### config.mk
export PLATFORM = sky130hd
export DESIGN_NAME = pong_ball_ctl
export DESIGN_NICKNAME = d
export VERILOG_FILES = /design/src/hdl/pong_pkg.sv /design/src/hdl/pong_ball_cmd.sv /design/src/hdl/pong_ball_pace.sv /design/src/hdl/pong_ball_motion.sv /design/src/hdl/pong_ball_ctl.sv
export SDC_FILE = /design/constraint.sdc
export NUM_CORES = 1
export LEC_CHECK = 0
export ABC_AREA = 0
export BUFFER_PORTS_ARGS = -buffer_cell sky130_fd_sc_hd__buf_2
export CELL_PAD_IN_SITES_DETAIL_PLACEMENT = 0
export CELL_PAD_IN_SITES_GLOBAL_PLACEMENT = 1
export CORE_MARGIN = 8
export CORE_UTILIZATION = 46
export DETAILED_ROUTE_END_ITERATION = 12
export PLACE_DENSITY = 0.92
export SETUP_SLACK_MARGIN = 0.3
export SLEW_MARGIN = 20
export SYNTH_ARGS = -nofsm -noshare
export SYNTH_HDL_FRONTEND = slang
export SYNTH_SLANG_ARGS = --single-unit
### constraint.sdc
create_clock -name pclk -period 5.4 [get_ports pclk]
set_input_delay 1.08 -clock pclk [delete_from_list [all_inputs] [get_ports pclk]]
set_output_delay 1.08 -clock pclk [all_outputs]
set_load 0.02 [all_outputs]
### src/hdl/pong_pkg.sv
/*
  pong ball controller definitions
  screen geometry for a 1024x768 field, vector types for coordinates,
  intervals and speed level, and the enums for direction and play state
*/

package pong_pkg;

  // vector types
  typedef logic [11:0] coord_t;
  typedef logic [19:0] interval_t;
  typedef logic [3:0]  level_t;

  // ball direction, vertical part first in the name
  typedef enum logic [1:0] {
    up_right   = 2'b00,
    down_right = 2'b01,
    down_left  = 2'b10,
    up_left    = 2'b11
  } dir_t;

  typedef enum logic {
    idle    = 1'b0,
    playing = 1'b1
  } play_state_t;

  // playfield walls, inclusive
  localparam coord_t left_wall  = 12'd1;
  localparam coord_t right_wall = 12'd1022;
  localparam coord_t up_wall    = 12'd1;
  localparam coord_t down_wall  = 12'd766;

  localparam coord_t central_line  = 12'd511;
  localparam coord_t ball_diameter = 12'd16;

  // racket sits at a fixed column, y comes from the mouse
  localparam coord_t racket_xpos   = 12'd60;
  localparam coord_t racket_length = 12'd80;

  // speed-up schedule
  localparam int     bounces_per_level = 6;
  localparam level_t max_level         = 4'd9;

endpackage

### src/hdl/pong_ball_cmd.sv
/*
  ball command decoder
  turns rising edges of the left mouse button into start and stop of play,
  and latches the difficulty input at each start
*/

module pong_ball_cmd (
  input  logic pclk,
  input  logic rst,
  input  logic mouse_left,
  input  logic difficulty,
  output logic play_start,
  output logic playing,
  output logic hard
);

  import pong_pkg::*;

  play_state_t state;
  play_state_t state_nxt;
  logic        btn_q;
  logic        btn_prev;
  logic        btn_rise;

  // rising edge of the registered button against its previous copy
  assign btn_rise = btn_q & ~btn_prev;

  // each button edge toggles between idle and play
  always_comb begin
    state_nxt = state;
    if (btn_rise) begin
      if (state == idle) begin
        state_nxt = pong_pkg::playing;
      end else begin
        state_nxt = idle;
      end
    end
  end

  always_ff @(posedge pclk) begin
    if (rst) begin
      btn_q      <= 1'b0;
      btn_prev   <= 1'b0;
      state      <= idle;
      play_start <= 1'b0;
      hard       <= 1'b0;
    end else begin
      btn_q      <= mouse_left;
      btn_prev   <= btn_q;
      state      <= state_nxt;
      play_start <= btn_rise && (state == idle);
      // difficulty only matters at the moment play begins
      if (btn_rise && (state == idle)) begin
        hard <= difficulty;
      end
    end
  end

  assign playing = (state == pong_pkg::playing);

endmodule

### src/hdl/pong_ball_pace.sv
/*
  ball pace generator
  counts clock cycles toward the current step interval and issues a step
  strobe, shortening the interval on wall bounces in nine speed levels
*/

module pong_ball_pace #(
  parameter pong_pkg::interval_t interval_start       = 20'd524288,
  parameter pong_pkg::interval_t interval_change_easy = 20'd128,
  parameter pong_pkg::interval_t interval_change_hard = 20'd32768
) (
  input  logic              pclk,
  input  logic              rst,
  input  logic              playing,
  input  logic              play_start,
  input  logic              hard,
  input  logic              wall_hit,
  output logic              step,
  output pong_pkg::level_t  speed_level
);

  import pong_pkg::*;

  localparam int bounce_w = $clog2(bounces_per_level);

  interval_t           count;
  interval_t           interval;
  interval_t           change;
  interval_t           change_first;
  logic [bounce_w-1:0] bounces;
  logic                level_up;
  logic                can_speed_up;

  assign change_first = hard ? interval_change_hard : interval_change_easy;

  // counter runs 0..interval, so one step per interval+1 cycles
  assign step = playing && (count == interval);

  assign level_up     = (bounces == bounce_w'(bounces_per_level - 1));
  assign can_speed_up = wall_hit && (speed_level < max_level);

  always_ff @(posedge pclk) begin
    if (rst || !playing) begin
      count <= '0;
    end else if (step) begin
      count <= '0;
    end else begin
      count <= count + 1'b1;
    end
  end

  always_ff @(posedge pclk) begin
    if (rst) begin
      interval    <= interval_start;
      change      <= interval_change_easy;
      bounces     <= '0;
      speed_level <= '0;
    end else if (!playing || play_start) begin
      interval <= interval_start;
      change   <= change_first;
      bounces  <= '0;
      // level stays visible while idle and restarts with the next game
      if (play_start) begin
        speed_level <= '0;
      end
    end else if (can_speed_up) begin
      // never let the interval wrap below zero
      if (interval > change) begin
        interval <= interval - change;
      end
      if (level_up) begin
        change      <= change >> 1;
        bounces     <= '0;
        speed_level <= speed_level + 1'b1;
      end else begin
        bounces <= bounces + 1'b1;
      end
    end
  end

endmodule

### src/hdl/pong_ball_motion.sv
/*
  ball motion
  holds the ball position and direction, moves one pixel diagonally per
  step and reflects off the four walls and off the racket
*/

module pong_ball_motion (
  input  logic              pclk,
  input  logic              rst,
  input  logic              playing,
  input  logic              step,
  input  pong_pkg::coord_t  mouse_ypos,
  output pong_pkg::coord_t  xpos,
  output pong_pkg::coord_t  ypos,
  output logic              wall_hit
);

  import pong_pkg::*;

  dir_t   dir;
  dir_t   dir_nxt;
  coord_t xpos_step;
  coord_t ypos_step;
  coord_t racket_top;
  coord_t racket_bottom;
  logic   going_up;
  logic   going_left;
  logic   hit_top;
  logic   hit_bottom;
  logic   hit_left;
  logic   hit_right;
  logic   touch;
  logic   bounce_v;
  logic   bounce_h;
  logic   on_racket;
  logic   new_up;
  logic   new_left;

  function automatic dir_t make_dir(input logic up, input logic left);
    dir_t d;
    if (up) begin
      if (left) begin
        d = up_left;
      end else begin
        d = up_right;
      end
    end else begin
      if (left) begin
        d = down_left;
      end else begin
        d = down_right;
      end
    end
    return d;
  endfunction

  assign going_up   = (dir == up_right) || (dir == up_left);
  assign going_left = (dir == down_left) || (dir == up_left);

  // right and bottom edges account for the ball size
  assign hit_top    = (ypos <= up_wall);
  assign hit_bottom = (ypos >= down_wall - ball_diameter);
  assign hit_left   = (xpos <= left_wall);
  assign hit_right  = (xpos >= right_wall - ball_diameter);
  assign touch      = hit_top || hit_bottom || hit_left || hit_right;

  // a wall only reflects when the ball is heading into it
  assign bounce_v = (going_up && hit_top) || (!going_up && hit_bottom);
  assign bounce_h = (going_left && hit_left) || (!going_left && hit_right);

  // clamp so a racket near the top edge does not wrap around
  assign racket_top    = (mouse_ypos > ball_diameter) ? mouse_ypos - ball_diameter : '0;
  assign racket_bottom = mouse_ypos + racket_length;

  assign on_racket = (xpos == racket_xpos) && going_left &&
                     (ypos >= racket_top) && (ypos <= racket_bottom);

  assign xpos_step = going_left ? xpos - 12'd1 : xpos + 12'd1;
  assign ypos_step = going_up   ? ypos - 12'd1 : ypos + 12'd1;

  // top and bottom walls come before the side walls
  // and the racket only counts when no wall is touched
  always_comb begin
    new_up   = going_up;
    new_left = going_left;
    if (touch) begin
      if (bounce_v) begin
        new_up = ~going_up;
      end else if (bounce_h) begin
        new_left = ~going_left;
      end
    end else if (on_racket) begin
      new_left = 1'b0;
    end
    dir_nxt = make_dir(new_up, new_left);
  end

  assign wall_hit = step && touch;

  always_ff @(posedge pclk) begin
    if (rst) begin
      xpos <= '0;
      ypos <= '0;
      dir  <= up_left;
    end else if (!playing) begin
      // ball parked on the centre line and riding along with the racket
      xpos <= central_line;
      ypos <= mouse_ypos;
      dir  <= up_left;
    end else if (step) begin
      xpos <= xpos_step;
      ypos <= ypos_step;
      dir  <= dir_nxt;
    end
  end

endmodule

### src/hdl/pong_ball_ctl.sv
/*
  pong ball controller top
  joins the button decoder, the pace generator and the motion block;
  ball position and speed level come straight from their registers
*/

module pong_ball_ctl #(
  parameter pong_pkg::interval_t interval_start       = 20'd524288,
  parameter pong_pkg::interval_t interval_change_easy = 20'd128,
  parameter pong_pkg::interval_t interval_change_hard = 20'd32768
) (
  input  logic              pclk,
  input  logic              rst,
  input  pong_pkg::coord_t  mouse_ypos,
  input  logic              mouse_left,
  input  logic              difficulty,
  output pong_pkg::coord_t  xpos,
  output pong_pkg::coord_t  ypos,
  output pong_pkg::level_t  speed_level
);

  logic play_start;
  logic playing;
  logic hard;
  logic step;
  logic wall_hit;

  pong_ball_cmd u_cmd (
    .pclk       (pclk),
    .rst        (rst),
    .mouse_left (mouse_left),
    .difficulty (difficulty),
    .play_start (play_start),
    .playing    (playing),
    .hard       (hard)
  );

  pong_ball_pace #(
    .interval_start       (interval_start),
    .interval_change_easy (interval_change_easy),
    .interval_change_hard (interval_change_hard)
  ) u_pace (
    .pclk        (pclk),
    .rst         (rst),
    .playing     (playing),
    .play_start  (play_start),
    .hard        (hard),
    .wall_hit    (wall_hit),
    .step        (step),
    .speed_level (speed_level)
  );

  // wall hits feed back into the pace schedule
  pong_ball_motion u_motion (
    .pclk       (pclk),
    .rst        (rst),
    .playing    (playing),
    .step       (step),
    .mouse_ypos (mouse_ypos),
    .xpos       (xpos),
    .ypos       (ypos),
    .wall_hit   (wall_hit)
  );

endmodule

==> results by group, run 1 <==
Setup path
  • CP Launch Type: primary input
  • Arr. time, crit path: 4.58 ns
  • Worst r2r dst: u_pace.change[15]
  • Largest fanout on the critical path: 10
  • Buf/Inv on CP: 2
  • Worst r2r path cells: 11
  • Largest stage delay on the critical path: 0.51 ns
  • Worst flop-to-flop path startpoint: u_motion.ypos[0]
  • Slowest library cell on the worst path: or3_1
  • Top delay family on crit path: simple AND/OR/NAND/NOR gates
  • WP data required: 5.62 ns
  • Kind of critical path: primary input to flop
  • Reg2reg setup slack: 2.04 ns
  • CP Cell Sequence: buf_2 > inv_1 > ha_1 > nor4b_1 > a21oi_1 > or3_1 > and2_1 > ha_1 > nand2b_1 > a2111oi_0 > nor4_1 > a2111oi_0 > or4_1 > a31oi_2 > xnor2_1 > o211ai_2
  • Setup crit end kind: flop

Clocking
  • CTS clk-pin slew, worst paths: 0.06 ns
  • Htree depth: 3
  • CTS Root Cell: clkbuf_16
  • CTS tree: yes
  • Post-CTS setup buffers: 0
  • # resized after CTS: 0
  • Worst-case clock buffer depth: 2
  • Hold buffers post-CTS: 0
  • CTS Buf Count: 9
  • Worst-skew pair later-pin latency: 0.35 ns
  • Clock Sinks: 94

Layout
  • Layout cells sized above 1: 9.40%
  • Fillers: 1,382
  • Reg area: 1880 um^2
  • Non-Filler Instances: 999
  • Nets@finish: 889
  • Area delta synth->final: 10.1%
  • Multi-input logic area: 4220 um^2
  • Antenna diode count: 0

Route
  • Final routed DRC violation total: 0
  • TritonRoute pass-1 iters: 5
  • Wire per inst: 15.1 um
  • Final wirelength: 15,100 um
  • Via count: 5,496
  • Initial DRC Count: 252
  • Post-route ant nets: 0
  • DR vias/cell: 5.50

Synth
  • Top cell type's share of synthesized area: 29.4%
  • Sequential element share of the synthesized area: 29.4%
  • Mapped Avg Cell Area: 8.06 um^2
  • Ys flop type: dfxtp_1
  • Yosys Warn Count: 0
  • Mapped Cells: 794
  • Largest area contributor in the netlist: dfxtp_1
  • Flops & latches, synth: 94
  • Synth Net Count: 868
  • Dominant cells by area after synthesis: dfxtp_1, ha_1, xor2_1
  • Asr flop ratio synth: 0%
  • Post-Syn Area: 6400 um^2
  • Post-synth EDFFs: 0
  • Synth cell types: 61

Power and ir drop
  • Max VDD drop: 0.176 mV
  • NetSw: 412 uW
  • Sw Ratio: 24.9%
  • Leak pwr: 0.00305 uW
  • Combinational power share: 11.5%
  • Reg power frac: 44.6%
  • Cell-internal power: 1250 uW
  • P per Cell Area: 235 nW/um^2
  • Clock network fraction of total power: 43.8%

STA
  • RSZ-0062 raised after global routing: no
  • Min Clock Period, post-route: 4.36 ns
  • Fin crit share: 80.7%
  • Setup Skew: 0.00418 ns
  • Final setup fails: 0
  • Fmax: 230 MHz
  • Slew HR: 38.4%
  • Final Slew Violations: 0
  • Final hold vios: 0
  • Worst slew pin tran: 0.923 ns
  • Setup TNS: 0 ns

Global routing
  • Largest net degree at the start of global routing: 38
  • Grt total ovfl: 0
  • First-pass GRT wire length: 25,400 um
  • Initial antenna violation count: 0
  • Vias in the first global route: 5,221
  • Total track usage: 17.1%

Min path
  • Worst hold path type: flop to flop
  • Hold path cells: 2
  • Hold_sp: u_cmd.btn_q
  • Hold Path Sink: u_cmd.btn_prev

Floorplanning
  • Die area: 17,900 um^2
  • Cell row count: 43
  • Initial Util: 46.6%
  • Top-level port count: 44
  • Die Y: 134 um
  • Die W: 134 um
  • Core ar.: 13,700 um^2

Placed design
  • PortBufs: 43
  • Placed Cells: 984
  • Hpwl dp: 11,100 um
  • Placer Congestion: 0.883

Run status
  • Status: complete, no violations

Job
  • Maximum capacitance violations: 0
## cell usage in the layout, fill, tap and decap left out, types with 9 or more instances in the layout
cell type	count
inv_1	38
nor3_1	20
a211oi_1	14
nor4_1	14
clkbuf_16	9
a21oi_1	46
buf_2	43
nor2_1	108
nand2b_1	11
nand2_1	64
nand4_1	13
o21ai_0	26
ha_1	57
mux2i_1	30
xor2_1	61
nand3_1	23
dfxtp_1	94
xnor2_1	27
and3_1	12
## layout make-up
type	instances	area share, %
multi-input combinational	626	59.9
clock buffer	11	3.45
inverter	38	2.02
sequential	94	26.7
clock inverter	4	1.35
timing repair buffer	46	3.37
tap	180	3.20
## stage by stage
step / power, uW / instance area [um^2] / hold slack [ns] / worst slack (ns) / utilization, %
finish: 1660 / 7050 / 0.444 / 1.04 / 51.4
CTS: 1680 / 7050 / 0.452 / 1.05 / 51.4
detailed placement: 947 / 6710 / 0.448 / 0.687 / 48.9
global route: 1740 / 7050 / 0.473 / 0.651 / 51.4
global placement: 946 / 6710 / 0.428 / 0.740 / 48.9
floorplan: 888 / 6400 / 0.419 / 1.21 / -
## worst max path at each step
stage,startpoint,end,depth (start not counted)
after global routing,mouse_ypos[5],u_motion.dir[0],16
after detailed placement,mouse_ypos[5],u_motion.dir[0],16
after floorplan,mouse_ypos[8],u_motion.dir[0],15
after CTS,mouse_ypos[5],u_motion.dir[0],16
after global placement,mouse_ypos[4],u_motion.dir[0],15
final,mouse_ypos[5],u_motion.dir[0],16
## tightest hold or removal path, cell delays in order, from the launching register on
cell     delay, ns
dfxtp_1       0.30
inv_1         0.07
nor2_1        0.04
## logic make-up (layout without fill, tap and decap cells)
kind of cell | count (synthesis) | count (layout) | synth area share, %
flops | 94 | 94 | 29.4
fa+ha+maj | 58 | 58 | 11.5
buf+inv | 74 | 99 | 4.62
simple gates | 307 | 307 | 23.0
mux | 32 | 32 | 5.05
xor+xnor | 88 | 88 | 12.0
compound gates | 141 | 141 | 14.4
## power groups by stage
stage	clock network, uW	logic [uW]	registers, uW
after floorplan	0	132	756
after global placement	0	190	756
after detailed placement	0	191	756
after CTS	745	192	740
after global routing	777	218	743
final	727	191	741
## cells in the mapped netlist (all sizes together) (2+ instances only)
cell,number
nor2,109
dfxtp,94
nand2,64
xor2,61
ha,57
a21oi,46
inv,38
mux2i,30
clkbuf,29
xnor2,27
o21ai,26
nand3,23
nor3,20
a211oi,14
nor4,14
nand4,13
and3,12
nand2b,11
or2,9
a21o,8
or3,8
buf,7
o21a,7
nor2b,5
o211ai,5
a2111oi,4
a31oi,4
nor4b,4
o31a,4
o31ai,4
or4,4
and2,3
o2111ai,3
o211a,3
a21boi,2
and4,2
mux2,2
o22ai,2
o311ai,2
or3b,2
## routing by layer
layer  share of wire, %  vias to the layer above  track usage (%)
met5                  0                        -                0
met4                1.1                        0             3.56
met3                4.3                       14             4.08
met2                 48                      111             29.5
met1                 46                     2550             21.3
li1                   -                     2821                -
## state kept, by name, indices dropped and copies added, names as in the netlist, 2 cells and up
signal,cells
u_pace.count,20
u_pace.interval,20
u_pace.change,16
u_motion.xpos,12
u_motion.ypos,12
u_pace.speed_level,4
u_pace.bounces,3
u_motion.dir,2
(Power assumes the default switching activity.)
==> run 2: changes to the inputs <==
--- a/config.mk
+++ b/config.mk
@@ -5,14 +5,14 @@
 export SDC_FILE = /design/constraint.sdc
 export NUM_CORES = 1
 export LEC_CHECK = 0
-export ABC_AREA = 0
+export ABC_AREA = 1
 export BUFFER_PORTS_ARGS = -buffer_cell sky130_fd_sc_hd__buf_2
 export CELL_PAD_IN_SITES_DETAIL_PLACEMENT = 0
 export CELL_PAD_IN_SITES_GLOBAL_PLACEMENT = 1
 export CORE_MARGIN = 8
-export CORE_UTILIZATION = 46
+export CORE_UTILIZATION = 40
 export DETAILED_ROUTE_END_ITERATION = 12
-export PLACE_DENSITY = 0.92
+export PLACE_DENSITY = 0.9
 export SETUP_SLACK_MARGIN = 0.3
 export SLEW_MARGIN = 20
 export SYNTH_ARGS = -nofsm -noshare
==> constraint.sdc (replaced) <==
create_clock -name pclk -period 4 [get_ports pclk]
set_input_delay 0.8 -clock pclk [delete_from_list [all_inputs] [get_ports pclk]]
set_output_delay 0.8 -clock pclk [all_outputs]
set_load 0.02 [all_outputs]
==> run 2 against run 1 <==
  * Total power up 39%
  * Non-clock buffer count up 3
  * Final cell count up 39%
  * Utilization down 6.8 points
  * Critical path type is now flop to flop
  * Setup slack worse by 0.014 ns
  * Largest power group unchanged
  * Combinational power up 87%
  * Hold slack worse by 0.0098 ns
  * Clock-buffer cell count down 1
  * Final area up 12%
==> results by group, run 2 <==
Run status
  • Status: complete, no violations

STA
  • Min Clock Period, post-route: 2.97 ns
  • Fmax: 337 MHz
  • Final hold vios: 0 (unchanged)
  • RSZ-0062 raised after global routing: no
  • Final worst slack: 1.03 ns (-0.0136 ns)
  • Setup TNS: 0 ns (unchanged)
  • Setup Skew: 0.00930 ns (+0.00511 ns)
  • Slew HR: 63.0% (+25 points)
  • Final setup fails: 0 (unchanged)
  • Worst slew pin tran: 0.553 ns (-0.369 ns)
  • Fin crit share: 74.2%
  • Final Slew Violations: 0 (unchanged)

Route
  • Post-route ant nets: 0 (unchanged)
  • Final routed DRC violation total: 0 (unchanged)
  • Final wirelength: 18,900 um (+25%)
  • Initial DRC Count: 482 (+91%)
  • Wire per inst: 13.6 um (-9.9%)
  • DR vias/cell: 5.12 (-7.0%)
  • TritonRoute pass-1 iters: 5 (unchanged)
  • Via count: 7,112 (+29%)

Synth
  • Yosys Warn Count: 0 (unchanged)
  • Ys flop type: dfxtp_1
  • Post-synth EDFFs: 0 (unchanged)
  • Top cell type's share of synthesized area: 26.2% (-3.2 points)
  • Mapped Cells: 1,124 (+42%)
  • Mapped Avg Cell Area: 6.39 um^2 (-21%)
  • Synth Net Count: 1,198 (+38%)
  • Post-Syn Area: 7180 um^2 (+12%)
  • Cell with the most instances after synthesis: nand2_1
  • Dominant cells by area after synthesis: dfxtp_1, nand2_1, ha_1
  • Synth cell types: 48 (-21%)
  • Largest area contributor in the netlist: dfxtp_1
  • Flops & latches, synth: 94 (unchanged)
  • Sequential element share of the synthesized area: 26.2% (-3.2 points)
  • Asr flop ratio synth: 0% (unchanged)
  • Synth top cells by count: nand2_1, inv_1, nor2_1

Layout
  • Area delta synth->final: 10.2% (about the same)
  • Fillers: 1,869 (+35%)
  • Top Registers: u_pace.count x20, u_pace.interval x20, u_pace.change x16
  • Antenna diode count: 0 (unchanged)
  • Most common cell after layout, fill and taps aside: nand2_1
  • Most frequent cells in the layout: nand2_1, inv_1, nor2_1
  • Multi-input logic area: 4610 um^2 (+9.2%)
  • Final Util: 44.5% (-6.8 points)
  • Reg area: 1880 um^2 (unchanged)
  • Nets@finish: 1,230 (+38%)
  • Layout cells sized above 1: 9.56% (+0.16 points)
  • Final Instance Area: 7920 um^2 (+12%)

Global routing
  • Largest net degree at the start of global routing: 24 (-37%)
  • Grt total ovfl: 0 (unchanged)
  • Vias in the first global route: 6,786 (+30%)
  • First-pass GRT wire length: 32,200 um (+27%)
  • Initial antenna violation count: 0 (unchanged)
  • Total track usage: 17.5% (+0.39 points)

Setup path
  • CP Launch Type: flop
  • Setup crit end kind: flop
  • Arr. time, crit path: 3.26 ns (-1.32 ns)
  • Crit path top cell by count: nand2_1
  • WP data required: 4.29 ns (-1.33 ns)
  • Worst r2r dst: u_pace.interval[12]
  • Buf/Inv on CP: 3 (+1)
  • Levels on crit path: 16 (unchanged)
  • Largest stage delay on the critical path: 0.41 ns (-0.10 ns)
  • Worst flop-to-flop path startpoint: u_pace.interval[0]
  • CP Cell Sequence: inv_1 > ha_1 > fa_1 > inv_1 > nand3_1 > nand3_1 > nand2_1 > nand2_1 > nand2_1 > nand2_1 > nand2_1 > nand2_1 > nand3_4 > inv_2 > nand2_1 > a21oi_1
  • Slowest library cell on the worst path: fa_1
  • Largest fanout on the critical path: 23 (+13)
  • Worst r2r path cells: 16 (+5)
  • Reg2reg setup slack: 1.03 ns (-1.01 ns)
  • Top delay family on crit path: simple AND/OR/NAND/NOR gates
  • Kind of critical path: flop to flop

Floorplanning
  • Die Y: 150 um (+12%)
  • Initial Util: 40.4% (-6.2 points)
  • Cell row count: 49 (+14%)
  • Die W: 150 um (+12%)
  • Top-level port count: 44 (unchanged)
  • Die area: 22,500 um^2 (+25%)
  • Core ar.: 17,800 um^2 (+30%)

Clocking
  • CTS clk-pin slew, worst paths: 0.07 ns (about the same)
  • Htree depth: 3 (unchanged)
  • Hold buffers post-CTS: 0 (unchanged)
  • # resized after CTS: 0 (unchanged)
  • CTS Root Cell: clkbuf_16
  • Post-CTS setup buffers: 0 (unchanged)
  • Worst-skew pair later-pin latency: 0.36 ns (about the same)
  • Worst-case clock buffer depth: 2 (unchanged)
  • CTS Buf Count: 9 (unchanged)
  • Clock Sinks: 94 (unchanged)
  • CTS tree: yes

Min path
  • Hold Path Sink: u_cmd.btn_prev
  • Hold_sp: u_cmd.btn_q
  • Hold path cells: 2 (unchanged)
  • Worst hold path type: flop to flop

Placed design
  • Hpwl dp: 14,600 um (+32%)
  • Dpl ws: 0.856 ns (+0.169 ns)
  • PortBufs: 43 (unchanged)
  • Placer Congestion: 0.910 (+3.0%)
  • DP Area: 7590 um^2 (+13%)

Power and ir drop
  • Tot Pwr: 2310 uW (+39%)
  • Max VDD drop: 0.218 mV (+24%)
  • P per Cell Area: 291 nW/um^2 (+24%)
  • Leak pwr: 0.00352 uW (+15%)

Job
  • Maximum capacitance violations: 0 (unchanged)
## run 2: final cells by class
class / instances / area share [%]
well taps: 229 / 3.62
multi-input cells: 854 / 58.2
flip-flops and latches: 94 / 23.8
inverters: 148 / 7.03
repair buffers: 49 / 3.29
clock buffers: 10 / 2.89
clock inverters: 6 / 1.19
## run 2: cells by family after synthesis
kind of cell | after synthesis | synth area share (%)
flip-flops | 94 | 26.2
AO/OA/AOI/OAI | 168 | 13.2
AND/OR/NAND/NOR | 585 | 35.5
buffers and inverters | 176 | 9.64
XOR/XNOR | 43 | 5.24
adder cells (fa/ha/maj) | 58 | 10.2
## run 2: stage by stage
| step | instances | hold slack, ns |
|---|---|---|
| 2_1_floorplan | 1124 | 0.411 |
| 6_report | 1390 | 0.434 |
| 3_3_place_gp | 1374 | 0.417 |
| 5_1_grt | 1390 | 0.486 |
| 3_5_place_dp | 1374 | 0.422 |
| 4_1_cts | 1390 | 0.433 |
## run 2: worst max path at each step
stage / start / slack, ns / endpoint
floorplan: mouse_ypos[6] / 1.17 / u_motion.dir[0]
global placement: mouse_ypos[4] / 0.88 / u_motion.dir[0]
detailed placement: mouse_ypos[4] / 0.86 / u_motion.dir[0]
CTS: u_pace.interval[0] / 1.03 / u_pace.interval[12]
global route: u_pace.interval[0] / 0.66 / u_pace.interval[12]
finish: u_pace.interval[0] / 1.03 / u_pace.interval[12]
## run 2: metal layers
| metal | part of all wire (%) | global-route usage (%) | up-vias |
|---|---|---|---|
| met2 | 46 | 29.2 | 149 |
| met4 | 2.1 | 7.15 | 0 |
| met3 | 3.7 | 2.42 | 28 |
| met1 | 48 | 22.3 | 3217 |
| met5 | 0 | 0 | - |
| li1 | - | - | 3718 |
## run 2: worst min-delay path, stage by stage (launching register included)
cell and delay, ns:
dfxtp_1 0.30, inv_1 0.06, nor2_1 0.04
## run 2: power by group
| part | total (uW) | internal, uW | leakage (uW) | switching [uW] |
|---|---|---|---|---|
| combinational | 357 | 125 | 0.00261 | 232 |
| clock | 950 | 553 | 0.000153 | 397 |
| sequential | 999 | 956 | 0.000765 | 43.0 |
| total | 2310 | 1630 | 0.00352 | 672 |
==> run 3: changes to the inputs <==
--- a/config.mk
+++ b/config.mk
@@ -5,14 +5,14 @@
 export SDC_FILE = /design/constraint.sdc
 export NUM_CORES = 1
 export LEC_CHECK = 0
-export ABC_AREA = 1
+export ABC_AREA = 0
 export BUFFER_PORTS_ARGS = -buffer_cell sky130_fd_sc_hd__buf_2
 export CELL_PAD_IN_SITES_DETAIL_PLACEMENT = 0
 export CELL_PAD_IN_SITES_GLOBAL_PLACEMENT = 1
 export CORE_MARGIN = 8
-export CORE_UTILIZATION = 40
+export CORE_UTILIZATION = 46
 export DETAILED_ROUTE_END_ITERATION = 12
-export PLACE_DENSITY = 0.9
+export PLACE_DENSITY = 0.92
 export SETUP_SLACK_MARGIN = 0.3
 export SLEW_MARGIN = 20
 export SYNTH_ARGS = -nofsm -noshare
==> constraint.sdc (replaced) <==
create_clock -name pclk -period 2.74 [get_ports pclk]
set_input_delay 0.548 -clock pclk [delete_from_list [all_inputs] [get_ports pclk]]
set_output_delay 0.548 -clock pclk [all_outputs]
set_load 0.02 [all_outputs]
==> run 3 against run 2 <==
  * The run now ends with setup timing left
  * Final area increased by 11%
  * Critical path depth increased by 1
  * Sequential share of layout area decreased by 2.1 points
  * Die area decreased by 20%
  * Non-clock buffer count increased by 113
  * First-iteration DRC count decreased by 28%
  * Utilization increased by 20 points
  * Final cell count decreased by 20%
  * Wire length decreased by 4.8%
  * Register-to-register slack got worse by 1.1 ns
==> results by group, run 3 (same netlist as run 1, synthesis figures left out) <==
Run status
  • Status: complete, but fails checks
  • Violated checks: setup timing

Layout
  • Non-Filler Instances: 1,116 (-20%)
  • Antenna diode count: 0 (unchanged)
  • Top Registers: u_pace.count x20, u_pace.interval x20, u_pace.change x16
  • Layout cells sized above 1: 31.3% (+22 points)
  • Most frequent cells in the layout: nor2_1, buf_4, dfxtp_1
  • Nets@finish: 1,005 (-18%)
  • Final Util: 64.1% (+20 points)
  • Area delta synth->final: 37.5%
  • Most common cell after layout, fill and taps aside: nor2_1
  • Final Instance Area: 8800 um^2 (+11%)

STA
  • Setup Skew: 0.0147 ns (+0.00545 ns)
  • Min Clock Period, post-route: 3.29 ns
  • Hold_ws: 0.395 ns (-0.0393 ns)
  • RSZ-0062 raised after global routing: yes
  • Final setup fails: 7 (+7)
  • Fmax: 304 MHz
  • Final Slew Violations: 0 (unchanged)
  • Slew HR: 56.9% (-6.2 points)
  • Fin crit share: 120%
  • Worst slew pin tran: 0.645 ns (+0.0916 ns)
  • Final hold vios: 0 (unchanged)
  • Final worst slack: -0.554 ns (-1.59 ns)

Clocking
  • Clock Sinks: 94 (unchanged)
  • CTS tree: yes
  • CTS clk-pin slew, worst paths: 0.08 ns (about the same)
  • CTS Root Cell: clkbuf_16
  • CTS Buf Count: 9 (unchanged)
  • Htree depth: 3 (unchanged)
  • Hold buffers post-CTS: 0 (unchanged)
  • Worst-case clock buffer depth: 2 (unchanged)
  • Worst-skew pair later-pin latency: 0.35 ns (about the same)

Global routing
  • First-pass GRT wire length: 28,600 um (-11%)
  • Total track usage: 19.3% (+1.8 points)
  • Largest net degree at the start of global routing: 38 (+58%)
  • Initial antenna violation count: 0 (unchanged)
  • Vias in the first global route: 5,850 (-14%)
  • Grt total ovfl: 0 (unchanged)

Floorplanning
  • Die area: 17,900 um^2 (-20%)
  • Die Y: 134 um (-11%)
  • Cell row count: 43 (-12%)
  • Die W: 134 um (-11%)
  • Top-level port count: 44 (unchanged)
  • Initial Util: 46.6% (+6.2 points)
  • Core ar.: 13,700 um^2 (-23%)

Setup path
  • WP data required: 2.96 ns (-1.33 ns)
  • Kind of critical path: primary input to flop
  • Worst flop-to-flop path startpoint: u_motion.ypos[0]
  • Worst r2r path cells: 14 (-2)
  • Setup crit end kind: flop
  • Largest fanout on the critical path: 2 (-91%)
  • CP Launch Type: primary input
  • Worst r2r dst: u_pace.change[6]
  • Reg2reg setup slack: -0.02 ns (-1.05 ns)
  • Arr. time, crit path: 3.51 ns (+0.25 ns)

Placed design
  • Placer Congestion: 0.860 (-5.5%)
  • Placed Cells: 1,046 (-24%)
  • Hpwl dp: 11,400 um (-22%)
  • DP Area: 7340 um^2 (-3.3%)
  • PortBufs: 43 (unchanged)
  • Dpl ws: -1.02 ns (-1.87 ns)

Min path
  • Hold Path Sink: u_cmd.btn_q
  • Hold_sp: mouse_left
  • Hold path cells: 2 (unchanged)
  • Worst hold path type: primary input to flop

Route
  • Post-route ant nets: 0 (unchanged)
  • TritonRoute pass-1 iters: 5 (unchanged)
  • Met2 wire length: 8890 um (+1.5%)
  • Via count: 6,117 (-14%)
  • Initial DRC Count: 348 (-28%)
  • Final wirelength: 18,000 um (-4.8%)
  • Wire per inst: 16.1 um (+19%)
  • Post-Route M1 WL: 8250 um (-8.7%)
  • DR vias/cell: 5.48 (+7.1%)
  • Top layer in use: met4
  • Met3 wire length: 510 um (-27%)
  • Final routed DRC violation total: 0 (unchanged)

Power and ir drop
  • P per Cell Area: 390 nW/um^2 (+34%)
  • Leak pwr: 0.00379 uW (+7.5%)
  • Max VDD drop: 0.283 mV (+30%)

Job
  • Maximum capacitance violations: 0 (unchanged)
run 3: changes by cell type in the layout (fill, tap and decap cells not counted), moves of 19 or more:
| cell | change |
|---|---|
| buf_6 | +20 |
| xor2_1 | +27 |
| a21oi_1 | -45 |
| nand2_1 | -275 |
| inv_1 | -92 |
| mux2i_1 | +29 |
| buf_4 | +87 |
| inv_2 | -19 |
| nand3_1 | -38 |
run 3: what timing repair did:
| item | in CTS | in global routing |
|---|---|---|
| cloned | 5 | 0 |
| endpoints found under the setup margin | 41 | 46 |
| resized for setup | 84 | 54 |
| pin swaps | 36 | 29 |
| setup buffers | 38 | 11 |
run 3: final cells by class:
type                    count  area [um^2]
clock inverters             6         93.8
inverters                  38          150
repair buffers            162         1330
flip-flops and latches     94         1910
fillers                  1083         4920
multi-input cells         626         4860
clock buffers              10          229
well taps                 180          225
run 3: per-layer routing:
| metal | up-vias | GRT usage (%) |
|---|---|---|
| met5 | - | 0 |
| met4 | 0 | 6.30 |
| met3 | 28 | 2.73 |
| met2 | 112 | 31.8 |
| met1 | 2921 | 25.5 |
| li1 | 3056 | - |
run 3: worst max path at each step:
| stage | slack, ns | start | endpoint |
|---|---|---|---|
| global placement | -0.97 | mouse_ypos[5] | u_motion.dir[0] |
| CTS | -0.45 | mouse_ypos[5] | u_motion.dir[0] |
| global route | -0.66 | mouse_ypos[6] | u_motion.dir[0] |
| detailed placement | -1.02 | mouse_ypos[5] | u_motion.dir[0] |
| finish | -0.55 | mouse_ypos[5] | u_motion.dir[0] |
| floorplan | -0.66 | mouse_ypos[8] | u_motion.dir[0] |
run 3: critical path, stage by stage:
cell and delay [ns]:
buf_6 0.08, inv_4 0.03, buf_4 0.12, buf_4 0.13
ha_4 0.15, a21oi_2 0.13, buf_4 0.13, nand2_1 0.04
mux2_4 0.28, ha_4 0.27, nand4_1 0.15, nor4_2 0.37
a2111oi_2 0.09, or4_4 0.57, a31oi_4 0.21, xnor2_2 0.13
o211ai_2 0.08
run 3: power by group:
group	switching, uW	total, uW	internal [uW]
logic	316	602	286
registers	46.1	1440	1400
clock network	575	1380	809
run 3: stage by stage:
step / power, uW / TNS, ns
floorplan: 1770 / -1.26
global placement: 1950 / -1.88
detailed placement: 1960 / -1.98
CTS: 3390 / -0.848
global route: 3580 / -2.72
finish: 3430 / -1.13
